--- src/load_pkg.sv ---
// load pipe package with widths, access size encoding and the shared packet types
`default_nettype none

package load_pkg;

    //////////////////////////////////////////////////////////////////////
    // widths and sizes
    //////////////////////////////////////////////////////////////////////

    localparam int xlen      = 32;  // data and address width
    localparam int prf_len   = 6;   // physical register tag
    localparam int rob_len   = 5;
    localparam int rs_size   = 4;   // station entries
    localparam int rs_len    = 2;
    localparam int ram_words = 64;
    localparam int ram_len   = 6;   // word address bits

    // access size as in funct3[1:0]
    typedef enum logic [1:0] {
        mem_byte = 2'd0,
        mem_half = 2'd1,
        mem_word = 2'd2
    } mem_size_e;

    //////////////////////////////////////////////////////////////////////
    // packets
    //////////////////////////////////////////////////////////////////////

    // load as it leaves dispatch
    typedef struct packed {
        logic               base_ready;
        logic [xlen-1:0]    base;       // value when ready, preg tag in low bits otherwise
        logic [xlen-1:0]    offset;
        logic [prf_len-1:0] dest_preg;
        logic [rob_len-1:0] rob_idx;
        mem_size_e          mem_size;
        logic               load_signed;
    } load_dispatch_t;

    typedef struct packed {
        logic               valid;
        logic [prf_len-1:0] preg;
        logic [xlen-1:0]    value;
    } cdb_t;

    // load leaving the station with its address already formed
    typedef struct packed {
        logic               valid;
        logic [xlen-1:0]    addr;       // byte address
        logic [prf_len-1:0] dest_preg;
        logic [rob_len-1:0] rob_idx;
        mem_size_e          mem_size;
        logic               load_signed;
    } load_issue_t;

    typedef struct packed {
        logic               valid;
        logic [prf_len-1:0] dest_preg;
        logic [rob_len-1:0] rob_idx;
        logic [xlen-1:0]    value;
    } load_result_t;

    typedef struct packed {
        logic               valid;
        logic [ram_len-1:0] addr;       // word address
        logic [xlen-1:0]    data;
    } store_t;

endpackage

`default_nettype wire

--- src/load_station.sv ---
// load reservation station with dispatch, cdb wakeup, lowest index issue and address add
`default_nettype none

module load_station (
    input  logic                     clock,
    input  logic                     rst_n,
    input  logic                     dispatch_valid,
    input  load_pkg::load_dispatch_t dispatch,
    input  load_pkg::cdb_t           cdb,
    input  logic                     flush,
    output load_pkg::load_issue_t    issue,
    output logic                     full
);

    import load_pkg::*;

    load_dispatch_t     entries [rs_size];
    logic [rs_size-1:0] occupied;
    logic [rs_len:0]    count;       // one bit wider to hold rs_size
    logic [rs_len:0]    count_next;

    logic [rs_len-1:0]  free_idx;
    logic [rs_len-1:0]  pick_idx;
    logic               pick_valid;
    logic               dispatch_hit;    // same cycle broadcast for the incoming load

    //////////////////////////////////////////////////////////////////////
    // entry selection
    //////////////////////////////////////////////////////////////////////

    // lowest free entry takes the dispatch
    always_comb begin
        free_idx = '0;
        for (int i = rs_size - 1; i >= 0; i--) begin
            if (!occupied[i]) free_idx = rs_len'(i);
        end
    end

    // lowest ready entry goes to issue
    always_comb begin
        pick_idx   = '0;
        pick_valid = 1'b0;
        for (int i = rs_size - 1; i >= 0; i--) begin
            if (occupied[i] && entries[i].base_ready) begin
                pick_idx   = rs_len'(i);
                pick_valid = 1'b1;
            end
        end
    end

    assign dispatch_hit = cdb.valid && !dispatch.base_ready &&
                          (dispatch.base[prf_len-1:0] == cdb.preg);

    always_comb begin
        count_next = count;
        if (dispatch_valid) count_next = count_next + (rs_len+1)'(1);
        if (pick_valid)     count_next = count_next - (rs_len+1)'(1);
    end

    //////////////////////////////////////////////////////////////////////
    // entry storage
    //////////////////////////////////////////////////////////////////////

    always_ff @(posedge clock) begin
        for (int i = 0; i < rs_size; i++) begin
            if (occupied[i] && !entries[i].base_ready && cdb.valid &&
                entries[i].base[prf_len-1:0] == cdb.preg) begin
                entries[i].base_ready <= 1'b1;
                entries[i].base       <= cdb.value;  // tag replaced by value
            end
        end
        if (dispatch_valid) begin
            entries[free_idx] <= dispatch;
            if (dispatch_hit) begin
                entries[free_idx].base_ready <= 1'b1;
                entries[free_idx].base       <= cdb.value;
            end
        end
    end

    // occupancy and issue register
    always_ff @(posedge clock or negedge rst_n) begin
        if (!rst_n) begin
            occupied    <= '0;
            count       <= '0;
            full        <= 1'b0;
            issue.valid <= 1'b0;
        end else if (flush) begin
            occupied    <= '0;   // mispredict drops everything
            count       <= '0;
            full        <= 1'b0;
            issue.valid <= 1'b0;
        end else begin
            if (pick_valid)     occupied[pick_idx] <= 1'b0;
            if (dispatch_valid) occupied[free_idx] <= 1'b1;
            count             <= count_next;
            full              <= (count_next == (rs_len+1)'(rs_size));
            issue.valid       <= pick_valid;
            issue.addr        <= entries[pick_idx].base + entries[pick_idx].offset;
            issue.dest_preg   <= entries[pick_idx].dest_preg;
            issue.rob_idx     <= entries[pick_idx].rob_idx;
            issue.mem_size    <= entries[pick_idx].mem_size;
            issue.load_signed <= entries[pick_idx].load_signed;
        end
    end

    //////////////////////////////////////////////////////////////////////
    // checks
    //////////////////////////////////////////////////////////////////////

    // sender must respect full
    a_no_dispatch_full: assert property (@(posedge clock) disable iff (!rst_n)
        dispatch_valid |-> !full);

    // an issue carrying a live entry's rob index needs that entry ready and frees it
    for (genvar g = 0; g < rs_size; g++) begin : g_issue_check
        a_issue_from_ready: assert property (@(posedge clock) disable iff (!rst_n)
            issue.valid && $past(occupied[g]) &&
            issue.rob_idx == $past(entries[g].rob_idx) |->
                $past(entries[g].base_ready) && !occupied[g]);
    end

endmodule

`default_nettype wire

--- src/data_ram.sv ---
// word wide data memory with a store write port and a flushable load read
`default_nettype none

module data_ram (
    input  logic                  clock,
    input  logic                  rst_n,
    input  load_pkg::store_t      store,
    input  load_pkg::load_issue_t issue,
    input  logic                  flush,
    output logic [31:0]           rdata,
    output logic                  rvalid
);

    import load_pkg::*;

    logic [xlen-1:0]    mem [ram_words];
    logic [ram_len-1:0] rd_addr;

    assign rd_addr = issue.addr[ram_len+1:2];  // drop byte offset

    // read sees the old word when a store hits the same edge
    always_ff @(posedge clock) begin
        if (store.valid) mem[store.addr] <= store.data;
        if (issue.valid) rdata <= mem[rd_addr];
    end

    always_ff @(posedge clock or negedge rst_n) begin
        if (!rst_n) begin
            rvalid <= 1'b0;
        end else begin
            rvalid <= issue.valid && !flush;
        end
    end

    // address generated in the station must land inside the array
    a_addr_in_range: assert property (@(posedge clock) disable iff (!rst_n)
        issue.valid |-> (issue.addr[xlen-1:ram_len+2] == '0));

endmodule

`default_nettype wire

--- src/load_align.sv ---
// load aligner holding issued tags and extending the addressed byte, half or word
`default_nettype none

module load_align (
    input  logic                   clock,
    input  logic                   rst_n,
    input  load_pkg::load_issue_t  issue,
    input  logic [31:0]            rdata,
    input  logic                   rvalid,
    input  logic                   flush,
    output load_pkg::load_result_t result
);

    import load_pkg::*;

    // tags held while the ram read is in progress
    logic [prf_len-1:0] hold_preg;
    logic [rob_len-1:0] hold_rob;
    logic [1:0]         hold_off;
    mem_size_e          hold_size;
    logic               hold_signed;

    logic [xlen-1:0]    shifted;
    logic [xlen-1:0]    extended;
    logic               misaligned;

    always_ff @(posedge clock) begin
        if (issue.valid) begin
            hold_preg   <= issue.dest_preg;
            hold_rob    <= issue.rob_idx;
            hold_off    <= issue.addr[1:0];
            hold_size   <= issue.mem_size;
            hold_signed <= issue.load_signed;
        end
    end

    assign shifted = rdata >> {hold_off, 3'b000};  // little endian lane select

    always_comb begin
        case (hold_size)
            mem_byte: extended = {{24{hold_signed & shifted[7]}}, shifted[7:0]};
            mem_half: extended = {{16{hold_signed & shifted[15]}}, shifted[15:0]};
            default:  extended = rdata;
        endcase
    end

    always_ff @(posedge clock or negedge rst_n) begin
        if (!rst_n) begin
            result.valid <= 1'b0;
        end else begin
            result.valid     <= rvalid && !flush;
            result.dest_preg <= hold_preg;
            result.rob_idx   <= hold_rob;
            result.value     <= extended;
        end
    end

    assign misaligned = (issue.mem_size == mem_half && issue.addr[0]) ||
                        (issue.mem_size == mem_word && issue.addr[1:0] != 2'b00);

    // no misaligned support anywhere in the path
    a_aligned: assert property (@(posedge clock) disable iff (!rst_n)
        issue.valid |-> !misaligned);

endmodule

`default_nettype wire

--- src/load_pipe_top.sv ---
// load issue path top joining the reservation station, data ram and aligner
`default_nettype none

module load_pipe_top (
    input  logic                     clock,
    input  logic                     rst_n,
    input  logic                     dispatch_valid,
    input  load_pkg::load_dispatch_t dispatch,
    input  load_pkg::cdb_t           cdb,
    input  load_pkg::store_t         store,
    input  logic                     flush,
    output logic                     full,
    output load_pkg::load_result_t   result
);

    import load_pkg::*;

    load_issue_t issue;   // fans out to ram and aligner
    logic [31:0] rdata;
    logic        rvalid;

    load_station load_station_i (
        .clock          (clock),
        .rst_n          (rst_n),
        .dispatch_valid (dispatch_valid),
        .dispatch       (dispatch),
        .cdb            (cdb),
        .flush          (flush),
        .issue          (issue),
        .full           (full)
    );

    data_ram data_ram_i (
        .clock  (clock),
        .rst_n  (rst_n),
        .store  (store),
        .issue  (issue),
        .flush  (flush),
        .rdata  (rdata),
        .rvalid (rvalid)
    );

    load_align load_align_i (
        .clock  (clock),
        .rst_n  (rst_n),
        .issue  (issue),
        .rdata  (rdata),
        .rvalid (rvalid),
        .flush  (flush),
        .result (result)
    );

endmodule

`default_nettype wire

--- config.mk ---
export PLATFORM = sky130hd
export DESIGN_NAME = load_pipe_top
export DESIGN_NICKNAME = d
export VERILOG_FILES = /design/src/load_pkg.sv /design/src/load_station.sv /design/src/data_ram.sv /design/src/load_align.sv /design/src/load_pipe_top.sv
export SDC_FILE = /design/constraint.sdc
export NUM_CORES = 2
export LEC_CHECK = 0
export BUFFER_PORTS_ARGS = -buffer_cell sky130_fd_sc_hd__buf_2
export CORE_UTILIZATION = 62
export CTS_CLUSTER_DIAMETER = 80
export DETAILED_ROUTE_END_ITERATION = 10
export GPL_ROUTABILITY_DRIVEN = 0
export PLACE_DENSITY_LB_ADDON = 0.15
export SYNTH_ARGS = -nofsm -noshare
export SYNTH_HDL_FRONTEND = slang
export SYNTH_SLANG_ARGS = --single-unit
export TNS_END_PERCENT = 20
--- constraint.sdc ---
create_clock -name clock -period 3.85 [get_ports clock]
set_input_delay 0.1925 -clock clock [delete_from_list [all_inputs] [get_ports clock]]
set_output_delay 0.1925 -clock clock [all_outputs]
set_load 0.02 [all_outputs]
== Word level (Yosys, flattened, before mapping) ==
Memory sizes are Yosys's and may differ from the RTL's. A register that Yosys moved wholly into a read port is not among the register bits.
Cells that the tools add are included.
Storage, ports and cells
  flip-flop bits (word level): 92
  memory bits (writable): 2364
  output and inout port bits: 45
  word-level logic and storage cells: 117
  memories: 2
Operators by class
  add/sub/neg operators: 3
  $lt $le $gt $ge: 4
  equal/unequal tests: 7
  shifts and indexed selects: 1
  muxes and demuxes: 43
  bitwise operators: 8
  reductions and logical operators: 30
Memory list
  data_ram_i.mem: words 64, width 32, rd ports 1, clocked after Yosys merged registers in 1, wr ports 1, RTL line data_ram.sv:16  | logic [xlen-1:0] mem [ram_words];
  load_station_i.entries: words 4, width 79, rd ports 5, clocked after Yosys merged registers in 0, wr ports 5, RTL line load_station.sv:17  | load_dispatch_t entries [rs_size];
Operator list (count)
  $pmux W32 S2: 1
  $mux W32: 1
  $shr A32 B5 Y16: 1
  $eq A6 B6 Y1: 5
  $mux W1: 24
  $logic_and A1 B1 Y1: 22
  $mux W2: 8
  $mux W4: 4
  $mux W3: 3
  $add A8 B8 Y8: 1
  $logic_not A1 Y1: 6
  $lt A2 B3 Y1 const B: 2
  $and A4 B4 Y4: 1
  $demux W1 S2: 2
  $ge A2 B1 Y1 const B: 2
  $not A4 Y4: 1
  $or A4 B4 Y4: 1
  $add A3 B1 Y3 const B: 1
  $eq A3 B3 Y1 const B: 1
  $sub A3 B1 Y3 const B: 1
  $and A1 B1 Y1: 2
  $eq A2 B1 Y1 const B: 1
  $logic_not A2 Y1: 1
  $or A1 B1 Y1: 2
  other kinds (2): 2

== Depth between registers and ports, before layout ==
An unclocked memory read counts as a cell.
  depth after elaboration: 17
  mapped depth: 17

== Hierarchy ==
A second synthesis with hierarchy kept.
Unflattened totals
  cells, all modules: 4670
  area total of the unflattened synthesis: 98518.2 sq um
Modules (own cells, without submodules)
  data_ram: times used 1, cells each 3289, area each 79165.9 sq um
  load_station: times used 1, cells each 1208, area each 16812.4 sq um
  load_align: times used 1, cells each 173, area each 2539.9 sq um

== Worst setup path after synthesis ==
No wires, ideal clock.
  path kind: input to register
  from: input store[36] in the netlist's numbering
  to: memory data_ram_i.mem[50][0] (enable)
  library setup time: 0.461 ns
  data arrival time: 2.943 ns
  path slack: 0.446 ns
  cell stages on the path: 5
  path buffers: 1
  cell sequence: clkbuf_1 > nand2_1 > nor2_1 > nand3_1 > nor3_1
RTL lines
  start, declared: RTL line load_pipe_top.sv:10  | input load_pkg::store_t store,
  end, declared: RTL line data_ram.sv:16
No word-level cell before the write port.

== Worst setup path after layout ==
  from: register load_station_i.occupied[1]
  to: register, netlist name load_station_i.issue[21]
Between the ends
  word-level cells in the longest chain between the ends: 5
Ends and longest elaborated chain
  start, declared: RTL line load_station.sv:18  | logic [rs_size-1:0] occupied;
  start signal, assigned: RTL line load_station.sv:84  | occupied <= '0;
  start signal, assigned: RTL line load_station.sv:89  | occupied <= '0;
  start signal, assigned by index: RTL line load_station.sv:94  | if (pick_valid) occupied[pick_idx] <= 1'b0;
  $logic_and A1 B1 Y1: RTL line load_station.sv:44  | if (occupied[i] && entries[i].base_ready) begin
  $mux W2 (2 in series): RTL line load_station.sv:44
  $mem_v2 Z4 W79
  $add A8 B8 Y8: RTL line load_station.sv:99  | issue.addr <= entries[pick_idx].base + entries[pick_idx].offset;
No other way between the ends.
A chain may end at the register's enable or synchronous reset.

==> metrics.md <==
| Metric | Value |
|---|---|
| Status | `completed` |
| Final period util | `0.913` |
| DR pass1 iterations | `5` |
| Initial DRC count | `slightly below 6,000` |
| Die area | `143,000 µm²` |
| Clock slew at the register clock pins of the worst setup and hold paths | `approximately 60 ps` |
| Footprint of the multi-input gates | `about 19,000 µm²` |
| Cells after Synth | `3,837` |
| Cell area after synthesis | `88,000 µm²` |
| Clk Tree Root Cell | `clkbuf_16` |
| F_max | `285 MHz` |
| Data arrival, critical path | `4090 ps` |
| Sequential fraction of the synthesis area | `0.783` |
| Switching Share | `0.224` |
| Initial antenna violation count | `10` |
| Storage element area | `68,900 µm²` |
| Tightest Pin Transition | `1300 ps` |
| H-tree levels | `4` |
| TNS Setup | `0 ps` |
| Finish-stage setup viols | `0` |
| CP Max Fanout | `13` |
| Skew final | `approximately 32 ps` |
| Routed wire length | `219 mm` |
| Avg Cell Area, Syn | `approximately 23 µm²` |
| Critical Path RT | `4420 ps` |
| Flops & latches, synth | `~2,300` |
| DR DRC count | `0` |
| Via density | `6.77` |
| Syn. warnings | `0` |
| Height of the die | `379 µm` |
| GRT Util Overall | `0.313` |
| Maximum vdd ir drop | `0.000375 V` |
| Final nets | `4,448` |
| CTS tree | `done` |
| Top cells by area, synth | `edfxtp_1 78%, mux4_2 16%, nand2_1 0.56%` |
| Clk_lat worst skew | `860 ps` |
| First-pass GRT wire length | `310 mm` |
| Count leader, synth | `edfxtp_1` |
| WL per Instance | `approximately 35 µm` |
| Clk pwr share | `0.396` |
| Placed insts | `5,868` |
| Fillers | `8,080` |
| DR vias | `42,900` |
| Starting Density | `0.628` |
| Clock sink total | `2,296` |
| Count of port buffers added during placement | `133` |
| CP max-delay cell | `dfrtp_1` |
| Dominant synthesized flop cell | `edfxtp_1` |
| Synth Net Count | `4,008` |
| Crit start category | `flop` |
| Vias in the first global route | `43,100` |
| Core ar. | `140,000 µm²` |
| Async S/R FF share, synth | `0.00479` |
| Row cnt | `~140` |
| Final HPWL DP | `roughly 130 mm` |
| Layout cells sized above 1 | `0.311` |
| EDFF count, synth | `2,284` |
| Lkg Pwr | `31.9 nW` |
| Largest net degree at the start of global routing | `65` |
| Remaining antenna violation count | `0` |
| Comb pwr share | `0.087` |
| Top Ports | `approximately 200` |
| MaxCap Viol Count | `0` |
| Final min period | `3510 ps` |
| Unrepaired setup endpoints after global routing | `false` |
| Worst Setup End Kind | `flop` |
| Class of the tightest hold or removal check | `in -> reg` |
| Final total power | `0.0540 W` |
| Fin. Hold Viols | `0` |
| Final Slew Violations | `0` |
| Die W | `379 µm` |
| CTS Buf Count | `216` |
| Internal power | `0.0419 W` |
| Top-area cell type share of the netlist area | `0.779` |
| Rel. slew slack | `0.134` |
| Reg power frac | `0.518` |
| Grt total ovfl | `0` |
| Sw power | `0.0121 W` |
| Synth-to-Final Area Change | `14.0%` |
| Leading area contributor after synthesis | `edfxtp_1` |
| Critical-path cell list | `and2_1, a21oi_1, nand2_1, o22ai_1, a21oi_1, ha_1, a21o_1, a21oi_1, nor2b_1, o21a_1, o41ai_1, xnor2_1` |
| Setup bufs post-CTS | `0` |
| CP most frequent cell | `a21oi_1` |
| Synth cell count leaders | `2,284 x edfxtp_1, 609 x mux4_2, 132 x nand2_1, 127 x nor2_1, 93 x clkbuf_1` |
| Worst-case clock buffer depth | `3` |
| Fin cells | `approximately 6,300` |
| WS Path Type | `reg -> reg` |
| Pwr/cell area | `~540 nW/µm²` |
| Yosys cell types | `54` |
| Max incr delay on CP | `470 ps` |
-- power groups by stage --
stage               clock, W  combinational, W  sequential [W]
global placement           0           0.00450          0.0284
detailed placement         0           0.00456          0.0285
CTS                   0.0215           0.00466          0.0279
global route          0.0224           0.00487          0.0279
floorplan                  0           0.00258          0.0284
finish                0.0214           0.00470          0.0279
-- layout by cell type (no fill, tap or decap), drive strengths merged, types with 27 or more instances in the layout --
master,instances
clkinv,94
mux2i,34
mux4,609
mux2,34
nand2,132
buf,358
o22ai,68
dlygate4sd3,67
edfxtp,2284
clkbuf,258
a21oi,68
bufinv,27
nor2,127
-- logic make-up (layout without fill, tap and decap cells) --
family / count (synthesis) / count (layout) / share of synthesized area
adders and majority gates: 10 / 10 / 0.00151
xor gates and xnor gates: 40 / 40 / 0.00398
muxes: 677 / 677 / 0.164
other: 0 / 6 / 0
buffers and inverters: 217 / 835 / 0.0121
DFF: 2296 / 2296 / 0.783
AOI/OAI and AO/OA: 250 / 250 / 0.0186
and+or+nand+nor: 347 / 347 / 0.0173
-- layout make-up --
class | count | area share
Multi-Input combinational cell | 1324 | 0.185
Antenna cell | 6 | 0.000150
Timing Repair Buffer | 425 | 0.0340
Clock inverter | 138 | 0.0148
Inverter | 14 | 0.000524
Sequential cell | 2296 | 0.686
Tap cell | 1876 | 0.0234
Clock buffer | 258 | 0.0559
-- metal layers --
layer  GRT usage  up-vias  wire, µm
met5           0        -        10
met4       0.114        2      8440
met3      0.0691      408     24900
met2       0.493     2539    106000
met1       0.440    22700     80000
li1            -    17200         -
-- final timing paths --
check	startpoint	end	slack [ps]	cells after the start
min reg2reg	load_station_i.issue[10]	load_align_i.hold_preg[2]	420	0
min in group asynchronous	rst_n	load_align_i.result[43]	680	3
min	store[9]	data_ram_i.mem[18][9]	50	2
max in group asynchronous	rst_n	load_station_i.issue[46]	2830	3
max reg2reg	load_station_i.occupied[1]	load_station_i.issue[21]	340	12
max	load_station_i.occupied[1]	load_station_i.issue[21]	340	12
-- sequential cells by signal, summed over array words and instances (netlist names), 2 cells and up --
signal	count
load_align_i.hold_off	2
load_align_i.hold_rob	5
load_station_i.entries	124
load_station_i.occupied	4
data_ram_i.rdata	32
load_station_i.issue	23
load_align_i.hold_preg	6
data_ram_i.mem	2048
load_align_i.result	44
load_align_i.hold_size	2
load_station_i.count	3
-- stage by stage --
| step | hold WS (ps) | utilization | instance area [µm²] | setup WS, ps |
|---|---|---|---|---|
| 6_report | 54.2 | 0.716 | 100000 | 335 |
| 5_1_grt | 46.4 | 0.716 | 100000 | 189 |
| 4_1_cts | 2.92 | 0.716 | 100000 | 369 |
| 3_5_place_dp | 405 | 0.660 | 92600 | 412 |
| 3_3_place_gp | 404 | 0.660 | 92600 | 511 |
| 2_1_floorplan | -103 | - | 88000 | 446 |
-- what timing repair did --
item / CTS / global route
endpoints found under the hold margin: 617 / 0
resized for setup: 0 / 0
hold buffers: 67 / 0
-- worst max-delay path: cells and delay by family (launching register included) --
kind,cells,cell delay [ps]
compound gates,7,1630
simple gates,3,690
flops,1,470
fa+ha+maj,1,340
xor+xnor,1,110
Note: power is estimated with default switching activity, not from simulation.
